$ cat config.mk
export PLATFORM = sky130hd
export DESIGN_NAME = controlUnit
export DESIGN_NICKNAME = d
export VERILOG_FILES = /design/src/verilog/controlPkg.sv /design/src/verilog/instrDecoder.sv /design/src/verilog/cycleSequencer.sv /design/src/verilog/datapathSelect.sv /design/src/verilog/memAccessControl.sv /design/src/verilog/branchResolver.sv /design/src/verilog/controlUnit.sv
export VERILOG_INCLUDE_DIRS = /design/src /design/src/verilog
export SDC_FILE = /design/constraint.sdc
export NUM_CORES = 1
export LEC_CHECK = 0
export BUFFER_PORTS_ARGS = -buffer_cell sky130_fd_sc_hd__buf_2
export CAP_MARGIN = 0
export CORE_MARGIN = 5
export CORE_UTILIZATION = 46
export DETAILED_ROUTE_END_ITERATION = 10
export GPL_TIMING_DRIVEN = 0
export PLACE_DENSITY = 0.87
export SLEW_MARGIN = 5
export SYNTH_ARGS = -nofsm -noshare
export SYNTH_HDL_FRONTEND = slang
export SYNTH_HIERARCHICAL = 1
export SYNTH_SLANG_ARGS = --single-unit
$ cat constraint.sdc
create_clock -name clk -period 3 [get_ports clk]
set_input_delay 0.45 -clock clk [delete_from_list [all_inputs] [get_ports clk]]
set_output_delay 0.45 -clock clk [all_outputs]
set_load 0.01 [all_outputs]
$ cat src/verilog/control_macros.svh
`ifndef CONTROL_MACROS_SVH
`define CONTROL_MACROS_SVH

// Word and field widths
`define INSTR_W     32
`define OPCODE_W    6
`define FUNCT_W     6
`define RT_W        5
`define ALU_OP_W    5
`define BYTE_EN_W   4

// Field positions inside the instruction word
`define OPCODE_LSB  26
`define RT_LSB      16
`define FUNCT_LSB   0

// Memory lane strobes
`define BYTE_EN_WORD 4'b1111
`define BYTE_EN_HALF 4'b0011
`define BYTE_EN_BYTE 4'b0001

`endif

$ cat src/verilog/controlPkg.sv
`include "control_macros.svh"

package controlPkg;

  typedef logic [`INSTR_W-1:0] instrT;

  // Primary opcodes that the control unit executes
  typedef enum logic [`OPCODE_W-1:0] {
    OP_RTYPE  = 6'b000000,
    OP_REGIMM = 6'b000001,
    OP_J      = 6'b000010,
    OP_BEQ    = 6'b000100,
    OP_BNE    = 6'b000101,
    OP_BLEZ   = 6'b000110,
    OP_BGTZ   = 6'b000111,
    OP_ADDIU  = 6'b001001,
    OP_SLTI   = 6'b001010,
    OP_SLTIU  = 6'b001011,
    OP_ANDI   = 6'b001100,
    OP_ORI    = 6'b001101,
    OP_XORI   = 6'b001110,
    OP_LUI    = 6'b001111,
    OP_LB     = 6'b100000,
    OP_LH     = 6'b100001,
    OP_LW     = 6'b100011,
    OP_LBU    = 6'b100100,
    OP_LHU    = 6'b100101,
    OP_SW     = 6'b101011
  } opcodeT;

  // R-type function field
  typedef enum logic [`FUNCT_W-1:0] {
    FN_JR   = 6'b001000,
    FN_ADDU = 6'b100001,
    FN_AND  = 6'b100100,
    FN_OR   = 6'b100101
  } functT;

  // REGIMM rt field
  typedef enum logic [`RT_W-1:0] {
    BR_BLTZ = 5'b00000,
    BR_BGEZ = 5'b00001
  } branchCodeT;

  typedef enum logic [2:0] {
    FETCH  = 3'b000,
    DECODE = 3'b001,
    EXEC_1 = 3'b010,
    EXEC_2 = 3'b011,
    EXEC_3 = 3'b100,
    HALTED = 3'b101,
    STALL  = 3'b110
  } cpuStateT;

  // Operation codes understood by the ALU
  typedef enum logic [`ALU_OP_W-1:0] {
    ALU_AND           = 5'b00000,
    ALU_OR            = 5'b00001,
    ALU_ADD           = 5'b00010,
    ALU_XOR           = 5'b00011,
    ALU_SLT           = 5'b00111,
    ALU_SLTU          = 5'b01001,
    ALU_EQ            = 5'b01010,
    ALU_PASS_B        = 5'b01011,
    ALU_SIGN          = 5'b01100,
    ALU_BRANCH_TARGET = 5'b01101,
    ALU_PASS_A        = 5'b01110,
    ALU_FUNCT         = 5'b01111,
    ALU_LEZ           = 5'b10000,
    ALU_JUMP_TARGET   = 5'b10001,
    ALU_LUI           = 5'b10100
  } aluOpT;

  typedef enum logic [1:0] {
    SRC_B_REG    = 2'b00,
    SRC_B_FOUR   = 2'b01,
    SRC_B_IMM    = 2'b10,
    SRC_B_OFFSET = 2'b11
  } aluSrcBT;

  typedef enum logic [3:0] {
    CLASS_ALU_REG,
    CLASS_ALU_IMM,
    CLASS_LUI,
    CLASS_LOAD,
    CLASS_STORE,
    CLASS_BRANCH,
    CLASS_JUMP,
    CLASS_JUMP_REG,
    CLASS_NONE
  } instrClassT;

  typedef enum logic [2:0] {
    LOAD_WORD,
    LOAD_HALF,
    LOAD_HALF_U,
    LOAD_BYTE,
    LOAD_BYTE_U
  } loadKindT;

  typedef enum logic [2:0] {
    COND_EQ,
    COND_NE,
    COND_GTZ,
    COND_LEZ,
    COND_LTZ,
    COND_GEZ,
    COND_ALWAYS
  } branchCondT;

  typedef logic [`BYTE_EN_W-1:0] byteEnT;

  // Sign extension of loaded data
  typedef enum logic [1:0] {
    EXT_NONE = 2'b00,
    EXT_BYTE = 2'b10,
    EXT_HALF = 2'b11
  } memExtT;

endpackage

$ cat src/verilog/instrDecoder.sv
`timescale 1ns/1ps
`include "control_macros.svh"

module instrDecoder (
  input  controlPkg::instrT      instr,
  output controlPkg::instrClassT instrClass,
  output controlPkg::aluOpT      aluOp,
  output controlPkg::loadKindT   loadKind,
  output controlPkg::branchCondT branchCond,
  output logic                   zeroExtend
);
  import controlPkg::*;

  opcodeT     opcode;
  functT      funct;
  branchCodeT branchCode;

  assign opcode     = opcodeT'(instr[`OPCODE_LSB +: `OPCODE_W]);
  assign funct      = functT'(instr[`FUNCT_LSB +: `FUNCT_W]);
  assign branchCode = branchCodeT'(instr[`RT_LSB +: `RT_W]);

  always_comb begin
    // Anything not matched below retires after EXEC_1 with no writes
    instrClass = CLASS_NONE;
    aluOp      = ALU_ADD;
    loadKind   = LOAD_WORD;
    branchCond = COND_EQ;
    zeroExtend = 1'b0;

    case (opcode)
      OP_RTYPE: begin
        if (funct inside {FN_ADDU, FN_AND, FN_OR}) begin
          instrClass = CLASS_ALU_REG;
          aluOp      = ALU_FUNCT;
        end else if (funct == FN_JR) begin
          instrClass = CLASS_JUMP_REG;
          aluOp      = ALU_PASS_A;
          branchCond = COND_ALWAYS;
        end
      end
      OP_REGIMM: begin
        if (branchCode inside {BR_BLTZ, BR_BGEZ}) begin
          instrClass = CLASS_BRANCH;
          aluOp      = ALU_SIGN;
          branchCond = (branchCode == BR_BLTZ) ? COND_LTZ : COND_GEZ;
        end
      end
      OP_ADDIU, OP_SLTI, OP_SLTIU, OP_ANDI, OP_ORI, OP_XORI: begin
        instrClass = CLASS_ALU_IMM;
        zeroExtend = opcode inside {OP_ANDI, OP_ORI, OP_XORI};
        case (opcode)
          OP_SLTI:  aluOp = ALU_SLT;
          OP_SLTIU: aluOp = ALU_SLTU;
          OP_ANDI:  aluOp = ALU_AND;
          OP_ORI:   aluOp = ALU_OR;
          OP_XORI:  aluOp = ALU_XOR;
          default:  aluOp = ALU_ADD;
        endcase
      end
      OP_LUI: begin
        instrClass = CLASS_LUI;
        aluOp      = ALU_LUI;
      end
      OP_LW, OP_LH, OP_LHU, OP_LB, OP_LBU: begin
        instrClass = CLASS_LOAD;
        case (opcode)
          OP_LH:   loadKind = LOAD_HALF;
          OP_LHU:  loadKind = LOAD_HALF_U;
          OP_LB:   loadKind = LOAD_BYTE;
          OP_LBU:  loadKind = LOAD_BYTE_U;
          default: loadKind = LOAD_WORD;
        endcase
      end
      OP_SW: begin
        instrClass = CLASS_STORE;
      end
      OP_BEQ, OP_BNE: begin
        instrClass = CLASS_BRANCH;
        aluOp      = ALU_EQ;
        branchCond = (opcode == OP_BEQ) ? COND_EQ : COND_NE;
      end
      OP_BGTZ, OP_BLEZ: begin
        instrClass = CLASS_BRANCH;
        aluOp      = ALU_LEZ;
        branchCond = (opcode == OP_BGTZ) ? COND_GTZ : COND_LEZ;
      end
      OP_J: begin
        instrClass = CLASS_JUMP;
        aluOp      = ALU_JUMP_TARGET;
        branchCond = COND_ALWAYS;
        zeroExtend = 1'b1;
      end
      default: instrClass = CLASS_NONE;
    endcase
  end

endmodule

$ cat src/verilog/cycleSequencer.sv
`timescale 1ns/1ps

module cycleSequencer (
  input  logic                 clk,
  input  logic                 rstN,
  input  logic                 start,
  input  logic                 pcIsZero,
  input  logic                 waitRequest,
  input  logic                 stall,
  input  logic                 moreSteps,
  output controlPkg::cpuStateT state,
  output logic                 retire,
  output logic                 active
);
  import controlPkg::*;

  cpuStateT nextState;

  always_comb begin
    nextState = state;
    // A halt request overrides every other transition
    if (pcIsZero && state != HALTED) begin
      nextState = HALTED;
    end else begin
      case (state)
        HALTED: nextState = start ? FETCH : HALTED;
        FETCH, STALL: nextState = waitRequest ? STALL : DECODE;
        DECODE: nextState = EXEC_1;
        EXEC_1: begin
          if (!stall) begin
            nextState = moreSteps ? EXEC_2 : FETCH;
          end
        end
        EXEC_2: begin
          if (!waitRequest) begin
            nextState = moreSteps ? EXEC_3 : FETCH;
          end
        end
        EXEC_3: nextState = FETCH;
        default: nextState = HALTED;
      endcase
    end
  end

  always_ff @(posedge clk or negedge rstN) begin
    if (!rstN) begin
      state <= HALTED;
    end else begin
      state <= nextState;
    end
  end

  // Last execute step of the instruction
  assign retire = (state inside {EXEC_1, EXEC_2, EXEC_3}) && (nextState == FETCH);
  assign active = (state != HALTED);

  haltExit: assert property (@(posedge clk) disable iff (!rstN)
    state == HALTED |=> state inside {HALTED, FETCH});

endmodule

$ cat src/verilog/datapathSelect.sv
`timescale 1ns/1ps

module datapathSelect (
  input  controlPkg::cpuStateT   state,
  input  controlPkg::instrClassT instrClass,
  input  controlPkg::aluOpT      aluOp,
  input  logic                   zeroExtend,
  output logic                   moreSteps,
  output logic                   irWrite,
  output logic                   irSel,
  output logic                   pcWrite,
  output logic                   aluSrcA,
  output controlPkg::aluSrcBT    aluSrcB,
  output controlPkg::aluOpT      aluControl,
  output logic                   aluSel,
  output logic                   extSel,
  output logic                   regWrite,
  output logic                   regDst,
  output logic                   memToReg,
  output logic                   isJump
);
  import controlPkg::*;

  logic writesAlu;
  logic accessesMem;
  logic regOperand;

  assign writesAlu   = instrClass inside {CLASS_ALU_REG, CLASS_ALU_IMM, CLASS_LUI};
  assign accessesMem = instrClass inside {CLASS_LOAD, CLASS_STORE};
  // Second operand comes from the register file
  assign regOperand  = instrClass inside {CLASS_ALU_REG, CLASS_BRANCH, CLASS_JUMP_REG};

  always_comb begin
    moreSteps  = 1'b0;
    irWrite    = 1'b0;
    irSel      = (state != DECODE);
    pcWrite    = 1'b0;
    aluSrcA    = 1'b0;
    aluSrcB    = SRC_B_REG;
    aluControl = ALU_ADD;
    aluSel     = 1'b0;
    extSel     = 1'b0;
    regWrite   = 1'b0;
    regDst     = 1'b0;
    memToReg   = 1'b0;
    isJump     = 1'b0;

    case (state)
      FETCH: begin
        // PC + 4
        pcWrite = 1'b1;
        aluSrcB = SRC_B_FOUR;
      end
      DECODE: begin
        irWrite = 1'b1;
        aluSrcB = SRC_B_OFFSET;
        if (instrClass == CLASS_JUMP) begin
          aluControl = ALU_PASS_B;
          extSel     = 1'b1;
        end else begin
          aluControl = ALU_BRANCH_TARGET;
        end
      end
      EXEC_1: begin
        aluSrcA    = 1'b1;
        aluSrcB    = regOperand ? SRC_B_REG : SRC_B_IMM;
        aluControl = aluOp;
        extSel     = zeroExtend;
        aluSel     = (instrClass == CLASS_BRANCH);
        isJump     = (instrClass == CLASS_JUMP);
        moreSteps  = writesAlu || accessesMem;
      end
      EXEC_2: begin
        aluSel    = 1'b1;
        moreSteps = (instrClass == CLASS_LOAD);
        // Result writeback from the ALU register
        regWrite  = writesAlu;
        memToReg  = writesAlu;
        regDst    = (instrClass == CLASS_ALU_REG);
      end
      EXEC_3: regWrite = (instrClass == CLASS_LOAD);
      default: moreSteps = 1'b0;
    endcase

    noEarlyWrite: assert (!(regWrite && state inside {FETCH, DECODE, STALL}))
      else $error("regWrite raised in state %s", state.name());
  end

endmodule

$ cat src/verilog/memAccessControl.sv
`timescale 1ns/1ps
`include "control_macros.svh"

module memAccessControl (
  input  controlPkg::cpuStateT   state,
  input  controlPkg::instrClassT instrClass,
  input  controlPkg::loadKindT   loadKind,
  output logic                   iorD,
  output logic                   memRead,
  output logic                   memWrite,
  output controlPkg::byteEnT     byteEnable,
  output controlPkg::memExtT     memExt
);
  import controlPkg::*;

  logic dataPhase;
  logic isLoad;

  assign isLoad    = (instrClass == CLASS_LOAD);
  // Data access and writeback steps of a load
  assign dataPhase = isLoad && (state inside {EXEC_2, EXEC_3});

  always_comb begin
    iorD     = (state == EXEC_2) && (isLoad || instrClass == CLASS_STORE);
    memRead  = (state inside {FETCH, STALL}) || (state == EXEC_2 && isLoad);
    memWrite = (state == EXEC_2) && (instrClass == CLASS_STORE);

    byteEnable = `BYTE_EN_WORD;
    memExt     = EXT_NONE;
    if (dataPhase) begin
      case (loadKind)
        LOAD_HALF: begin
          byteEnable = `BYTE_EN_HALF;
          memExt     = EXT_HALF;
        end
        LOAD_HALF_U: byteEnable = `BYTE_EN_HALF;
        LOAD_BYTE: begin
          byteEnable = `BYTE_EN_BYTE;
          memExt     = EXT_BYTE;
        end
        LOAD_BYTE_U: byteEnable = `BYTE_EN_BYTE;
        default: byteEnable = `BYTE_EN_WORD;
      endcase
    end

    oneStrobe: assert (!(memRead && memWrite))
      else $error("memRead and memWrite both high in state %s", state.name());
  end

endmodule

$ cat src/verilog/branchResolver.sv
`timescale 1ns/1ps

module branchResolver (
  input  logic                   clk,
  input  logic                   rstN,
  input  controlPkg::cpuStateT   state,
  input  logic                   retire,
  input  controlPkg::instrClassT instrClass,
  input  controlPkg::branchCondT branchCond,
  input  logic                   outLsb,
  input  logic                   lessThan,
  output logic                   branchDelay,
  output logic                   pcSrc
);
  import controlPkg::*;

  logic taken;
  logic redirects;

  assign redirects = instrClass inside {CLASS_BRANCH, CLASS_JUMP, CLASS_JUMP_REG};

  // ALU_LEZ raises the flag when A <= 0, so GTZ takes on a low flag
  always_comb begin
    case (branchCond)
      COND_EQ:  taken = outLsb;
      COND_NE:  taken = !outLsb;
      COND_GTZ: taken = !outLsb;
      COND_LEZ: taken = outLsb;
      COND_LTZ: taken = lessThan;
      COND_GEZ: taken = !lessThan;
      default:  taken = 1'b1;
    endcase
  end

  always_ff @(posedge clk or negedge rstN) begin
    if (!rstN) begin
      branchDelay <= 1'b0;
    end else if (retire) begin
      branchDelay <= redirects && taken;
    end
  end

  // Redirect is consumed by the fetch that follows the branch
  assign pcSrc = (state == FETCH) && branchDelay;

  redirectInFetch: assert property (@(posedge clk) disable iff (!rstN)
    pcSrc |-> state == FETCH);

endmodule

$ cat src/verilog/controlUnit.sv
`timescale 1ns/1ps

module controlUnit (
  input  logic                 clk,
  input  logic                 rstN,
  input  controlPkg::instrT    instr,
  input  logic                 start,
  input  logic                 pcIsZero,
  input  logic                 waitRequest,
  input  logic                 stall,
  input  logic                 outLsb,
  input  logic                 lessThan,
  output controlPkg::cpuStateT state,
  output logic                 active,
  output logic                 irWrite,
  output logic                 irSel,
  output logic                 pcWrite,
  output logic                 aluSrcA,
  output controlPkg::aluSrcBT  aluSrcB,
  output controlPkg::aluOpT    aluControl,
  output logic                 aluSel,
  output logic                 extSel,
  output logic                 regWrite,
  output logic                 regDst,
  output logic                 memToReg,
  output logic                 isJump,
  output logic                 iorD,
  output logic                 memRead,
  output logic                 memWrite,
  output controlPkg::byteEnT   byteEnable,
  output controlPkg::memExtT   memExt,
  output logic                 branchDelay,
  output logic                 pcSrc
);
  import controlPkg::*;

  instrClassT instrClass;
  aluOpT      aluOp;
  loadKindT   loadKind;
  branchCondT branchCond;
  logic       zeroExtend;
  logic       moreSteps;
  logic       retire;

  instrDecoder uInstrDecoder (
    .instr      (instr),
    .instrClass (instrClass),
    .aluOp      (aluOp),
    .loadKind   (loadKind),
    .branchCond (branchCond),
    .zeroExtend (zeroExtend)
  );

  cycleSequencer uCycleSequencer (
    .clk         (clk),
    .rstN        (rstN),
    .start       (start),
    .pcIsZero    (pcIsZero),
    .waitRequest (waitRequest),
    .stall       (stall),
    .moreSteps   (moreSteps),
    .state       (state),
    .retire      (retire),
    .active      (active)
  );

  datapathSelect uDatapathSelect (
    .state      (state),
    .instrClass (instrClass),
    .aluOp      (aluOp),
    .zeroExtend (zeroExtend),
    .moreSteps  (moreSteps),
    .irWrite    (irWrite),
    .irSel      (irSel),
    .pcWrite    (pcWrite),
    .aluSrcA    (aluSrcA),
    .aluSrcB    (aluSrcB),
    .aluControl (aluControl),
    .aluSel     (aluSel),
    .extSel     (extSel),
    .regWrite   (regWrite),
    .regDst     (regDst),
    .memToReg   (memToReg),
    .isJump     (isJump)
  );

  memAccessControl uMemAccessControl (
    .state      (state),
    .instrClass (instrClass),
    .loadKind   (loadKind),
    .iorD       (iorD),
    .memRead    (memRead),
    .memWrite   (memWrite),
    .byteEnable (byteEnable),
    .memExt     (memExt)
  );

  branchResolver uBranchResolver (
    .clk         (clk),
    .rstN        (rstN),
    .state       (state),
    .retire      (retire),
    .instrClass  (instrClass),
    .branchCond  (branchCond),
    .outLsb      (outLsb),
    .lessThan    (lessThan),
    .branchDelay (branchDelay),
    .pcSrc       (pcSrc)
  );

endmodule

# [After elaboration in Yosys (flattened, before gate mapping)]
# Cells that the tools add are included.
[totals] ff_bits=4 wordCells=136 input_bits=40 output_inout_bits=32
[op_classes] muxes=47 reduce_logical=39 n_eq_ne=48
[op_table] op="== test 6 bit, second input constant" count=9
[op_table] op="== test 6 x 4 -> 1 bit, second input constant" count=8
[op_table] op="one-hot mux 5 bit (7 select lines)" count=1
[op_table] op="2-to-1 mux 3 bit" count=11
[op_table] op="one-hot mux 4 bit (8 select lines)" count=1
[op_table] op="== test 6 x 3 -> 1 bit, second input constant" count=4
[op_table] op="2-to-1 mux 4 bit" count=6
[op_table] op="one-hot mux 4 bit (5 select lines)" count=1
[op_table] op="== test 3 x 2 -> 1 bit, second input constant" count=6
[op_table] op="== test 3 bit, second input constant" count=6
[op_table] op="one-hot mux 3 bit (6 select lines)" count=1
[op_table] op="nonzero test 3 bit" count=6
[op_table] op="== test 4 x 3 -> 1 bit, second input constant" count=4
[op_table] op="one-hot mux 3 bit (5 select lines)" count=1
[op_table] op="OR reduction 2 bit" count=7
[op_table] op="one-hot mux 3 bit (4 select lines)" count=1
[op_table] op="2-to-1 mux 1 bit" count=10
[op_table] op="one-hot mux 1 bit (2 select lines)" count=5
[op_table] op="one-hot mux 5 bit (2 select lines)" count=1
[op_table] op="== test 3 x 1 -> 1 bit, second input constant" count=3
[op_table] op="logical NOT 3 bit" count=3
[op_table] op="== test 4 x 2 -> 1 bit, second input constant" count=2
[op_table] op="logical AND 1 bit" count=8
[op_table] op="one-hot mux 4 bit (2 select lines)" count=1
[op_table] op="20 further kinds" count=28

# [Depth between registers and ports, before layout]
# Gate-level depths: netlist of run 1.
[logic_depth] depth_word=14 ltp_mapped=14 depth_no_buf=13

# [Modules after synthesis]
# Netlist of run 1, hierarchy kept.
[by_module_without_submodules] module="instrDecoder" instances=1 cells_each=92 area_each_um2=585.6 seq_area_each_um2=0.0
[by_module_without_submodules] module="cycleSequencer" instances=1 cells_each=31 area_each_um2=269.0 seq_area_each_um2=77.6
[by_module_without_submodules] module="datapathSelect" instances=1 cells_each=42 area_each_um2=260.2 seq_area_each_um2=0.0
[by_module_without_submodules] module="memAccessControl" instances=1 cells_each=27 area_each_um2=178.9 seq_area_each_um2=0.0
[by_module_without_submodules] module="branchResolver" instances=1 cells_each=10 area_each_um2=107.6 seq_area_each_um2=25.0

# [Least setup slack after synthesis of run 1]
# OpenSTA, ideal clock, no wires.
[synth_timing] path_type="input port to flip-flop" from="input port instr[26]" to="register uBranchResolver.branchDelay" path_buffers=2 setup_ns=0.096 slack_ns=-0.321 cell_stages=13 required_ns=2.904 t_arrival_ns=3.225 path_cell_list="buf_2 -> buf_1 -> a311oi_1 -> o21ai_0 -> o21a_1 -> o22ai_1 -> and3b_1 -> nand2_1 -> o31ai_1 -> a211o_2 -> nor3_2 -> o2111ai_1 -> o32ai_2"
[synth_between] elab_chain_cells=13 word_cells_on_any_way=60 cone_classes="eq/ne (31); mux (12); reduce/logical (17)"
[synth_lines] element="start, declared" line_no="controlUnit.sv:6" source="input controlPkg::instrT instr,"
[synth_lines] element="== test 6 x 4 -> 1 bit (tied with other cells)" line_no="instrDecoder.sv:30" source="case (opcode)"
[synth_lines] element="OR reduction 6 bit (tied with other cells)" line_no="instrDecoder.sv:30"
[synth_lines] element="one-hot mux 4 bit (8 select lines) (*)" line_no="instrDecoder.sv:30"
[synth_lines] element="net instrClass[1]" line_no="controlUnit.sv:37" source="instrClassT instrClass;"
[synth_lines] element="== test 4 x 1 -> 1 bit (tied with other cells)" line_no="datapathSelect.sv:28" source="assign writesAlu = instrClass inside {CLASS_ALU_REG, CLASS_ALU_IMM, CLASS_LUI};"
[synth_lines] element="nonzero test 3 bit or nonzero test 2 bit (tied branches)" line_no="datapathSelect.sv:28, datapathSelect.sv:29"
[synth_lines] element="logical OR 1 bit" line_no="datapathSelect.sv:71" source="moreSteps = writesAlu || accessesMem;"
[synth_lines] element="one-hot mux 1 bit (2 select lines) (*)" line_no="datapathSelect.sv:48" source="case (state)"
[synth_lines] element="net moreSteps" line_no="controlUnit.sv:42" source="logic moreSteps;"
[synth_lines] element="2-to-1 mux 3 bit (*)" line_no="cycleSequencer.sv:36" source="nextState = moreSteps ? EXEC_3 : FETCH;"
[synth_lines] element="2-to-1 mux 3 bit (*)" line_no="cycleSequencer.sv:35" source="if (!waitRequest) begin"
[synth_lines] element="one-hot mux 3 bit (6 select lines) (*)" line_no="cycleSequencer.sv:25" source="case (state)"
[synth_lines] element="2-to-1 mux 3 bit (*)" line_no="cycleSequencer.sv:22" source="if (pcIsZero && state != HALTED) begin"
[synth_lines] element="net uCycleSequencer.nextState[2]" line_no="cycleSequencer.sv:17" source="cpuStateT nextState;"
[synth_lines] element="logical NOT 3 bit (*)" line_no="cycleSequencer.sv:54" source="assign retire = (state inside {EXEC_1, EXEC_2, EXEC_3}) && (nextState == FETCH);"
[synth_lines] element="logical AND 1 bit (*)" line_no="cycleSequencer.sv:54"
[synth_lines] element="net retire" line_no="controlUnit.sv:43" source="logic retire;"
[synth_lines] element="end signal, assigned" line_no="branchResolver.sv:39" source="branchDelay <= redirects && taken;"
[synth_lines] element="end, declared" line_no="branchResolver.sv:12" source="output logic branchDelay,"
# The timed path passes the listed nets; every way through them passes the cells marked *.
# A chain may end at the register's enable or synchronous reset.

# [Final worst setup path of run 1]
[layout_timing] from="input port instr[5]" to="register uBranchResolver.branchDelay"
[layout_between] elab_chain_cells=14 word_cells_on_any_way=42 cone_classes="eq/ne (16); mux (14); reduce/logical (12)"
[layout_lines] element="== test 6 bit or == test 6 x 4 -> 1 bit (tied branches)" line_no="instrDecoder.sv:32, instrDecoder.sv:35"
[layout_lines] element="nonzero test 3 bit or 2-to-1 mux 4 bit (tied branches)" line_no="instrDecoder.sv:32, instrDecoder.sv:35"
[layout_lines] element="2-to-1 mux 4 bit (*)" line_no="instrDecoder.sv:32" source="if (funct inside {FN_ADDU, FN_AND, FN_OR}) begin"
[layout_lines] element="one-hot mux 4 bit (8 select lines) (*)" line_no="instrDecoder.sv:30"
[layout_lines] element="net instrClass[2]" line_no="controlUnit.sv:37"
[layout_lines] element="== test 4 x 1 -> 1 bit (tied with other cells)" line_no="datapathSelect.sv:28"
[layout_lines] element="nonzero test 3 bit or nonzero test 2 bit (tied branches)" line_no="datapathSelect.sv:28, datapathSelect.sv:29"
[layout_lines] element="logical OR 1 bit" line_no="datapathSelect.sv:71"
[layout_lines] element="[1 not listed]"
[layout_lines] element="net moreSteps" line_no="controlUnit.sv:42"
[layout_lines] element="2-to-1 mux 3 bit (*)" line_no="cycleSequencer.sv:36"
[layout_lines] element="2-to-1 mux 3 bit (*)" line_no="cycleSequencer.sv:35"
[layout_lines] element="one-hot mux 3 bit (6 select lines) (*)" line_no="cycleSequencer.sv:25"
[layout_lines] element="2-to-1 mux 3 bit (*)" line_no="cycleSequencer.sv:22"
[layout_lines] element="net uCycleSequencer.nextState[2]" line_no="cycleSequencer.sv:17"
[layout_lines] element="logical NOT 3 bit (*)" line_no="cycleSequencer.sv:54"
[layout_lines] element="logical AND 1 bit (*)" line_no="cycleSequencer.sv:54"
[layout_lines] element="net retire" line_no="controlUnit.sv:43"
# Marked as above.

==> flow_metrics.py, run 1 <==
metrics = {
    "outcome": {
        "run_status": "complete, but fails checks",
        "violations": "negative setup slack",
    },
    "floorplan": {
        "num_io_pins": 72,
        "die_area_sq_um": 4250,
        "coreArea_sq_um": 2980,
        "die_x_um": 65.2,
        "initial_core_util_pct": 47.1,
        "rows": 20,
        "fp.dieH_um": 65.2,
    },
    "cells_and_area": {
        "antenna_cells": 0,
        "finish.net_count": 320,
        "fillerInstances": 250,
        "final_cell_mix": "55 x buf_2, 20 x buf_4, 19 x nor2_1",
        "finalCoreUtilization_pct": 67.7,
        "layout-drive-gt1-share_pct": 45.7,
        "area.growth.synth_to_final_pct": 43.9,
        "final_common_cell": "buf_2",
        "finalNonFillerCells": 311,
        "fin_area_sq_um": 2020,
    },
    "yosys": {
        "syn_avg_cell_area_sq_um": 6.94,
        "synth.cell_area_sq_um": 1400,
        "mappedNetlistNets": 242,
        "ys_seq_elements": 4,
        "ys.flop_type": "dfstp_2",
        "synthCells": 202,
        "yosys_warnings": 6,
        "yosysSeqAreaShare_pct": 7.32,
        "async_reset_ff_share_pct": 100,
        "synth_edf_count": 0,
        "yosys.cell_types.count": 74,
    },
    "sta": {
        "totalNegativeSetupSlack_ns": -0.0145,
        "period_needed_ns": 3.01,
        "finalHoldViolCount": 0,
        "min_period_over_period_pct": 100,
        "fmax_ghz": 0.332,
        "slew_margin_rel_pct": 56.9,
        "setup_repair_after_global_routing_missed_its_margin": "true",
        "skew_ns": 0.00411,
        "timing.final.setup_violations": 1,
        "hold_slack_ns": 0.0152,
        "drv_slew": 0,
        "timing.final.ws_setup_ns": -0.0145,
        "tightestPinTransition_ns": 0.646,
    },
    "route": {
        "postRouteAntennaNets": 0,
        "totalWireLength_mm": 4.98,
        "vias": 1945,
        "drt_first_pass_iters": 5,
        "drc": 0,
        "vias_per_std_cell": 6.25,
        "initialDrtViolationCount": 166,
        "route.detailed.wl_per_inst_um": 16.0,
    },
    "job": {
        "cap_violations": 0,
    },
    "clock_network": {
        "numCtsBuffers": 3,
        "clock-root-buffer": "clkbuf_4",
        "worstSkewPairLatency_ns": 0.23,
        "clkSinkCount": 4,
        "cts_hold_repair.buffers": 0,
        "cts_tree": "done",
        "clk_pin_slew_ns": 0.04,
        "cts.htree.levels": 1,
        "cts-root-to-sink-buffers": 2,
    },
    "global_routing": {
        "antenna_found_initial": 0,
        "groute.usage.overall_pct": 21.9,
        "grt_overflow": 0,
        "largest_net_degree_at_the_start_of_global_routing": 23,
        "grt_pass1_vias": 1769,
        "global_route_wire_length_before_repair_mm": 7.75,
    },
    "critical_path": {
        "critPathKind": "in -> reg",
        "endpoint_kind": "flop",
        "cp_num_buf_inv": 2,
        "timing.critical_path.arrival_ns": 3.15,
        "reg2regPathDepth": 9,
        "timing.critical_path.depth": 15,
        "max_stage_delay_ns": 0.55,
        "setup.worst_path.start": "instr[5]",
        "cp_data_required_time_ns": 3.13,
        "path_cells": "buf_6 > or4b_4 > buf_4 > nor2_2 > o21ai_2 > o21ai_2 > o21a_1 > o22ai_1 > and3b_1 > nand2_1 > o31ai_1 > a211o_2 > nor3_4 > o2111ai_2 > o32ai_2",
        "setup.worst_path.start_class": "input port",
        "cp_max_fo": 4,
        "cpMaxStageDelayCell": "or4b_4",
        "critical-path-top-delay-family": "compound AO/OA/AOI/OAI gates",
        "critical_path.most_common_cell": "o21ai_2",
        "regToRegStartpoint": "uCycleSequencer/state[2]",
    },
    "place": {
        "placedInstanceArea_sq_um": 1740,
        "place.gp.congestion": 0.909,
        "placed_cells_incl_taps": 289,
        "dp_hpwl_mm": 3.09,
        "placement.io_buffers": 54,
        "worst_slack_after_detailed_placement_ns": -0.681,
    },
    "pwr": {
        "irDropWorstVdd_uv": 381,
        "power_density_nw_per_um2": 464,
        "total_leakage_power_nw": 0.902,
        "totalPowerFinal_mw": 0.935,
    },
    "hold_path": {
        "hold_path_class": "in -> async",
    },
}
cell usage after synthesis, drive strengths merged, types with 3 or more instances:
cell	n	share of area, %
clkbuf	4	2.1
inv	9	2.4
nand3	4	1.4
o22ai	4	1.8
nand2	20	5.5
and3b	3	1.9
nor2	20	5.4
nor4	5	2.7
a211o	3	2.1
nor3b	3	2.0
a21oi	17	6.3
o21ai	9	3.5
nand3b	4	2.1
nor3	13	6.2
nor2b	3	1.5
nand2b	8	3.6
buf	12	6.6
and2	6	2.7
or3	4	1.8
per-layer routing:
metal  wire [um]  track usage [%]  vias to the layer above
met5           0                0                        -
met1        1920             26.4                      893
met3         386             3.08                       20
li1            -                -                      913
met2        2500             38.3                      119
met4         182             9.84                        0
area by class of cell:
type,count,area [sq um],share of cell area (%)
Buffer,15,118,5.83
Timing Repair Buffer,74,453,22.5
Inverter,9,33.8,1.67
Sequential cell,4,103,5.09
Clock buffer,3,22.5,1.12
Tap cell,33,41.3,2.05
Multi-Input combinational cell,173,1250,61.8
flip-flops by register name (all words and copies together) (netlist names):
signal and cells:
uBranchResolver/branchDelay 1, uCycleSequencer/state 3
final timing paths:
kind	slack, ns	endpoint
max	-0.01	uBranchResolver/branchDelay
min	0.02	uCycleSequencer/state[1]
max reg2reg	0.39	uBranchResolver/branchDelay
min reg2reg	0.54	uBranchResolver/branchDelay
max in group asynchronous	2.78	uCycleSequencer/state[0]
min in group clk	0.54	uBranchResolver/branchDelay
cells by family (layout without fill, tap and decap cells):
logic type	count (synthesis)	in the layout	synth area share [%]
and+or+nand+nor	105	105	44.9
AOI/OAI and AO/OA	60	60	30.6
buffers and inverters	25	101	11.1
xor gates and xnor gates	4	4	3.57
DFF	4	4	7.32
muxes	2	2	1.43
adders and majority gates	1	1	0.804
other	1	1	0.268
report_power, final:
group	switching [mW]	total [mW]	internal [mW]	leakage, nW
clock network	0.0195	0.0640	0.0445	0.0138
registers	0.0793	0.169	0.0897	0.0480
logic	0.390	0.702	0.312	0.840
repair_timing:
action                                  CTS  global route
gates resized for setup                  11            10
buffers inserted                         12             8
pin swaps                                 7            10
endpoints found under the setup margin   18            14
Power figures use the tool's default switching activity.
==> inputs of run 2 (changes only) <==
CELL_PAD_IN_SITES_DETAIL_PLACEMENT = 2   (was unset)
CELL_PAD_IN_SITES_GLOBAL_PLACEMENT = 2   (was unset)
CORE_UTILIZATION = 21   (was 46)
PLACE_DENSITY = 0.83   (was 0.87)
clock period = 2.5 ns   (was 3 ns; I/O delays follow)
==> flow_metrics.py, run 2 (synthesis gave the netlist of run 1 again) <==
metrics = {
    "outcome": {
        "run_status": "complete, but fails checks",
        "violations": "negative setup slack",
    },
    "clock_network": {
        "clkSinkCount": 4,
        "clock-root-buffer": "clkbuf_8",
        "clk_pin_slew_ns": 0.03,
        "cts-root-to-sink-buffers": 2,
        "cts_tree": "done",
        "worstSkewPairLatency_ns": 0.21,
        "numCtsBuffers": 3,
        "cts.htree.levels": 1,
    },
    "floorplan": {
        "fp.dieH_um": 91.7,
        "die_area_sq_um": 8410,
        "die_x_um": 91.7,
        "rows": 29,
        "coreArea_sq_um": 6420,
        "num_io_pins": 72,
        "initial_core_util_pct": 21.8,
    },
    "hold_path": {
        "hold_path_class": "in -> async",
    },
    "route": {
        "totalWireLength_mm": 7.63,
        "route.detailed.wl_per_inst_um": 20.8,
        "postRouteAntennaNets": 0,
        "vias": 1998,
        "vias_per_std_cell": 5.44,
        "drt_first_pass_iters": 4,
        "initialDrtViolationCount": 84,
        "drc": 0,
    },
    "critical_path": {
        "endpoint_kind": "flop",
        "timing.critical_path.arrival_ns": 3.20,
        "setup.worst_path.start_class": "input port",
        "cp_max_fo": 3,
        "cp_data_required_time_ns": 2.61,
        "timing.reg2reg.setup_slack_ns": -0.28,
        "critPathKind": "in -> reg",
    },
    "sta": {
        "timing.final.ws_setup_ns": -0.591,
        "period_needed_ns": 3.09,
        "min_period_over_period_pct": 124,
        "finalHoldViolCount": 0,
        "tightestPinTransition_ns": 0.724,
        "fmax_ghz": 0.324,
        "slew_margin_rel_pct": 51.7,
        "drv_slew": 0,
        "setup_repair_after_global_routing_missed_its_margin": "true",
        "skew_ns": 0.00273,
        "timing.final.setup_violations": 21,
    },
    "cells_and_area": {
        "area.growth.synth_to_final_pct": 69.3,
        "antenna_cells": 0,
        "largest_register_ffs": 3,
        "fillerInstances": 727,
        "finish.net_count": 332,
        "fin_area_sq_um": 2370,
        "finalNonFillerCells": 367,
        "largest-register": "uCycleSequencer/state",
        "final_common_cell": "buf_2",
        "layout-drive-gt1-share_pct": 54.8,
        "final_cell_mix": "51 x buf_2, 24 x buf_4, 22 x buf_6",
        "reg.largest.list": "uCycleSequencer/state x3, uBranchResolver/branchDelay x1",
    },
    "global_routing": {
        "antenna_found_initial": 0,
        "global_route_wire_length_before_repair_mm": 10.7,
        "groute.usage.overall_pct": 15.0,
        "largest_net_degree_at_the_start_of_global_routing": 23,
        "grt_pass1_vias": 2058,
        "grt_overflow": 0,
    },
    "pwr": {
        "irDropWorstVdd_uv": 469,
        "power_density_nw_per_um2": 561,
        "total_leakage_power_nw": 1.01,
    },
    "job": {
        "cap_violations": 0,
    },
    "place": {
        "place.gp.congestion": 0.843,
        "dp_hpwl_mm": 4.51,
        "placedInstanceArea_sq_um": 1800,
        "placed_cells_incl_taps": 333,
        "placement.io_buffers": 54,
    },
}
==> run 2: cell types whose count changed in the layout (fill, tap and decap cells not counted), moves of 3 or more <==
cell / before / now
a21oi_1: 16 / 13
o21ai_2: 3 / 0
buf_4: 20 / 24
clkbuf_4: 4 / 1
buf_6: 8 / 22
o21ai_4: 1 / 4
nor2_1: 19 / 15
clkbuf_8: 1 / 4
buf_2: 55 / 51
==> run 2: final cells by class <==
class	instances	area [sq um]	share of cell area, %
multi-input combinational	173	1380	58.2
tap	77	96.3	4.06
inverter	9	33.8	1.42
buffer	15	126	5.33
sequential	4	103	4.32
timing repair buffer	86	592	24.9
clock buffer	3	41.3	1.74
==> run 2: through the flow <==
step	hold WS (ns)	setup TNS [ns]	util (%)	total power, mW	setup slack, ns
5_1_grt	0.498	-8.89	36.9	1.43	-0.706
2_1_floorplan	0.0794	-0.628	-	0.686	-0.461
3_5_place_dp	0.184	-12.41	28.0	0.980	-1.19
3_3_place_gp	0.180	-12.40	28.0	0.946	-1.18
6_report	0.490	-7.59	36.9	1.33	-0.591
4_1_cts	0.487	-5.58	33.7	1.22	-0.456
==> run 2: final timing paths <==
| path | cells past startpoint | start | end |
|---|---|---|---|
| worst max register to register | 9 | uCycleSequencer/state[2] | uBranchResolver/branchDelay |
| worst max-delay path | 14 | instr[5] | uBranchResolver/branchDelay |
| max in group asynchronous | 2 | rstN | uCycleSequencer/state[0] |
| min in group clk | 2 | uBranchResolver/branchDelay | uBranchResolver/branchDelay |
| worst min-delay path | 2 | rstN | uBranchResolver/branchDelay |
| worst min register to register | 2 | uBranchResolver/branchDelay | uBranchResolver/branchDelay |
==> run 2: what timing repair did <==
item / in CTS / in global routing
buffers inserted: 16 / 17
endpoints found under the setup margin: 21 / 21
hold endpoints to repair: 2 / 0
pin swaps: 22 / 19
resized for setup: 39 / 29
hold buffers: 1 / 0
==> run 2: worst max-delay path, stage by stage <==
cell       delay [ns]
buf_6            0.09
or4b_4           0.56
nor3_4           0.22
o2111ai_2        0.21
o21ai_4          0.15
o21a_1           0.16
o22ai_1          0.07
and3b_2          0.24
nand2_2          0.06
o31ai_2          0.06
a211o_2          0.38
nor3_4           0.19
o2111ai_2        0.12
o32ai_2          0.29
==> run 2: power by group <==
group	switching [mW]	internal (mW)	leakage, nW	total [mW]
registers	0.117	0.108	0.0480	0.225
clock network	0.0308	0.102	0.0216	0.133
logic	0.536	0.437	0.937	0.973
total	0.683	0.647	1.01	1.33
==> run 2: layer usage <==
layer  vias up  GRT usage (%)  part of all wire (%)  routed length (um)
li1        922              -                     -                   -
met1       984           18.1                    41                3090
met2        74           28.4                    52                3990
met3        18           1.64                   4.7                 355
met4         0           3.09                   2.5                 194
met5         -              0                     0                   0
==> inputs of run 3 (changes only) <==
BUFFER_PORTS_ARGS = -buffer_cell sky130_fd_sc_hd__buf_4   (was -buffer_cell sky130_fd_sc_hd__buf_2)
CTS_BUF_LIST = sky130_fd_sc_hd__clkbuf_8   (was unset)
==> flow_metrics.py, run 3 (synthesis gave the netlist of run 1 again) <==
metrics = {
    "cells_and_area": {
        "layout-drive-gt1-share_pct": 56.2,
        "final_cell_mix": "76 x buf_4, 17 x buf_6, 16 x nand2_1",
        "reg.largest.list": "uCycleSequencer/state x3, uBranchResolver/branchDelay x1",
        "largest_register_ffs": 3,
        "final_common_cell": "buf_4",
        "multiInputGateArea_sq_um": 1390,
        "antenna_cells": 0,
        "largest-register": "uCycleSequencer/state",
        "area.growth.synth_to_final_pct": 77.3,
        "finalCoreUtilization_pct": 38.7,
        "seq_area_sq_um": 103,
        "fillerInstances": 731,
        "finish.net_count": 332,
    },
    "clock_network": {
        "clock-root-buffer": "clkbuf_8",
        "clkSinkCount": 4,
        "clk_pin_slew_ns": 0.03,
        "cts-root-to-sink-buffers": 2,
        "cts_tree": "done",
        "cts.htree.levels": 1,
        "worstSkewPairLatency_ns": 0.22,
        "numCtsBuffers": 3,
    },
    "floorplan": {
        "initial_core_util_pct": 21.8,
        "rows": 29,
        "num_io_pins": 72,
        "fp.dieH_um": 91.7,
        "die_area_sq_um": 8410,
        "die_x_um": 91.7,
        "coreArea_sq_um": 6420,
    },
    "sta": {
        "tightestPinTransition_ns": 0.696,
        "slew_margin_rel_pct": 53.6,
        "finalHoldViolCount": 0,
        "timing.final.ws_setup_ns": -0.424,
        "period_needed_ns": 2.92,
        "setup_repair_after_global_routing_missed_its_margin": "true",
        "timing.final.setup_violations": 21,
        "drv_slew": 0,
        "hold_slack_ns": 0.487,
        "skew_ns": 0.00302,
        "min_period_over_period_pct": 117,
        "totalNegativeSetupSlack_ns": -6.04,
        "fmax_ghz": 0.342,
    },
    "critical_path": {
        "timing.critical_path.arrival_ns": 2.55,
        "endpoint_kind": "output port",
        "setup.worst_path.start": "instr[5]",
        "regToRegStartpoint": "uCycleSequencer/state[2]",
        "cp_data_required_time_ns": 2.12,
        "reg2reg_to": "uBranchResolver/branchDelay",
        "setup.worst_path.start_class": "input port",
        "cp_max_fo": 6,
        "reg2regPathDepth": 9,
        "timing.reg2reg.setup_slack_ns": -0.23,
        "critPathKind": "in -> out",
    },
    "route": {
        "vias_per_std_cell": 5.32,
        "vias": 1951,
        "drc": 0,
        "drt_first_pass_iters": 4,
        "postRouteAntennaNets": 0,
        "totalWireLength_mm": 7.30,
        "initialDrtViolationCount": 88,
        "route.detailed.wl_per_inst_um": 19.9,
    },
    "global_routing": {
        "grt_pass1_vias": 2069,
        "antenna_found_initial": 0,
        "groute.usage.overall_pct": 15.1,
        "global_route_wire_length_before_repair_mm": 10.6,
        "largest_net_degree_at_the_start_of_global_routing": 23,
        "grt_overflow": 0,
    },
    "pwr": {
        "power.clock.fraction_pct": 9.7,
        "power_density_nw_per_um2": 563,
        "power_report.internal_total_mw": 0.712,
        "irDropWorstVdd_uv": 452,
        "total_leakage_power_nw": 1.02,
        "power.switching_fraction_pct": 49.1,
        "net-switching-power_mw": 0.687,
        "power.share.sequential_pct": 15.7,
        "totalPowerFinal_mw": 1.40,
        "gate_power_share_pct": 74.6,
    },
    "place": {
        "place.gp.congestion": 0.867,
        "dp_hpwl_mm": 4.48,
        "placement.io_buffers": 54,
        "worst_slack_after_detailed_placement_ns": -1.27,
    },
    "job": {
        "cap_violations": 0,
    },
    "hold_path": {
        "hold_path_class": "in -> async",
    },
    "outcome": {
        "violations": "negative setup slack",
        "run_status": "complete, but fails checks",
    },
}
==> run 3: cell count changes in the layout (fill, tap and decap cells not counted), moves of 2 or more <==
| cell | before | now |
|---|---|---|
| buf_4 | 24 | 76 |
| o21ai_4 | 4 | 2 |
| nand2_2 | 2 | 4 |
| o21ai_2 | 0 | 3 |
| buf_6 | 22 | 17 |
| buf_2 | 51 | 2 |
==> run 3: final cells by class <==
cell class                      count  area share (%)
Clock buffer                        3            1.66
Tap cell                           77            3.88
Timing Repair Buffer               85            27.6
Buffer                             16            5.39
Inverter                            9            1.36
Sequential cell                     4            4.13
Multi-Input combinational cell    173            56.0
==> run 3: worst max-delay path, cell delays in order <==
cell and delay (ns):
buf_6 0.09, or4b_4 0.55, nor3_4 0.19, o2111ai_2 0.18, o21ai_4 0.13, buf_4 0.14
buf_6 0.11, and4bb_2 0.29, o21ai_4 0.10, nand2b_4 0.16, buf_6 0.12, buf_6 0.11
==> run 3: worst max path at each step <==
stage	to	slack [ns]	cells past startpoint
after floorplan	uBranchResolver/branchDelay	-0.46	13
final	byteEnable[3]	-0.42	12
after global routing	uBranchResolver/branchDelay	-0.51	14
after detailed placement	uBranchResolver/branchDelay	-1.27	12
after global placement	uBranchResolver/branchDelay	-1.27	12
after CTS	uBranchResolver/branchDelay	-0.46	14
==> run 3: power by group through the flow <==
stage | Sequential, mW | Combinational (mW) | Clock, mW
3_3_place_gp | 0.207 | 0.829 | 0
4_1_cts | 0.210 | 0.966 | 0.143
5_1_grt | 0.232 | 1.12 | 0.147
2_1_floorplan | 0.190 | 0.496 | 0
6_report | 0.219 | 1.04 | 0.136
3_5_place_dp | 0.212 | 0.852 | 0
==> run 3: timing repair <==
| item | in CTS | in global routing |
|---|---|---|
| gates resized for setup | 40 | 26 |
| buffers inserted | 21 | 9 |
| hold buffers | 1 | 0 |
| pin swaps | 23 | 7 |
| setup endpoints to repair | 21 | 21 |
| hold endpoints to repair | 2 | 0 |
==> run 3: through the flow <==
| step | cells | area (sq um) |
|---|---|---|
| 2_1_floorplan | 202 | 1430 |
| 3_3_place_gp | 333 | 1930 |
| 3_5_place_dp | 333 | 1930 |
| 4_1_cts | 358 | 2320 |
| 5_1_grt | 367 | 2480 |
| 6_report | 367 | 2480 |
==> run 3: layer usage <==
layer,wire length (um),global-route usage [%]
met3,252,2.29
met5,0,0
met4,21,2.48
met1,3150,18.9
met2,3880,27.6
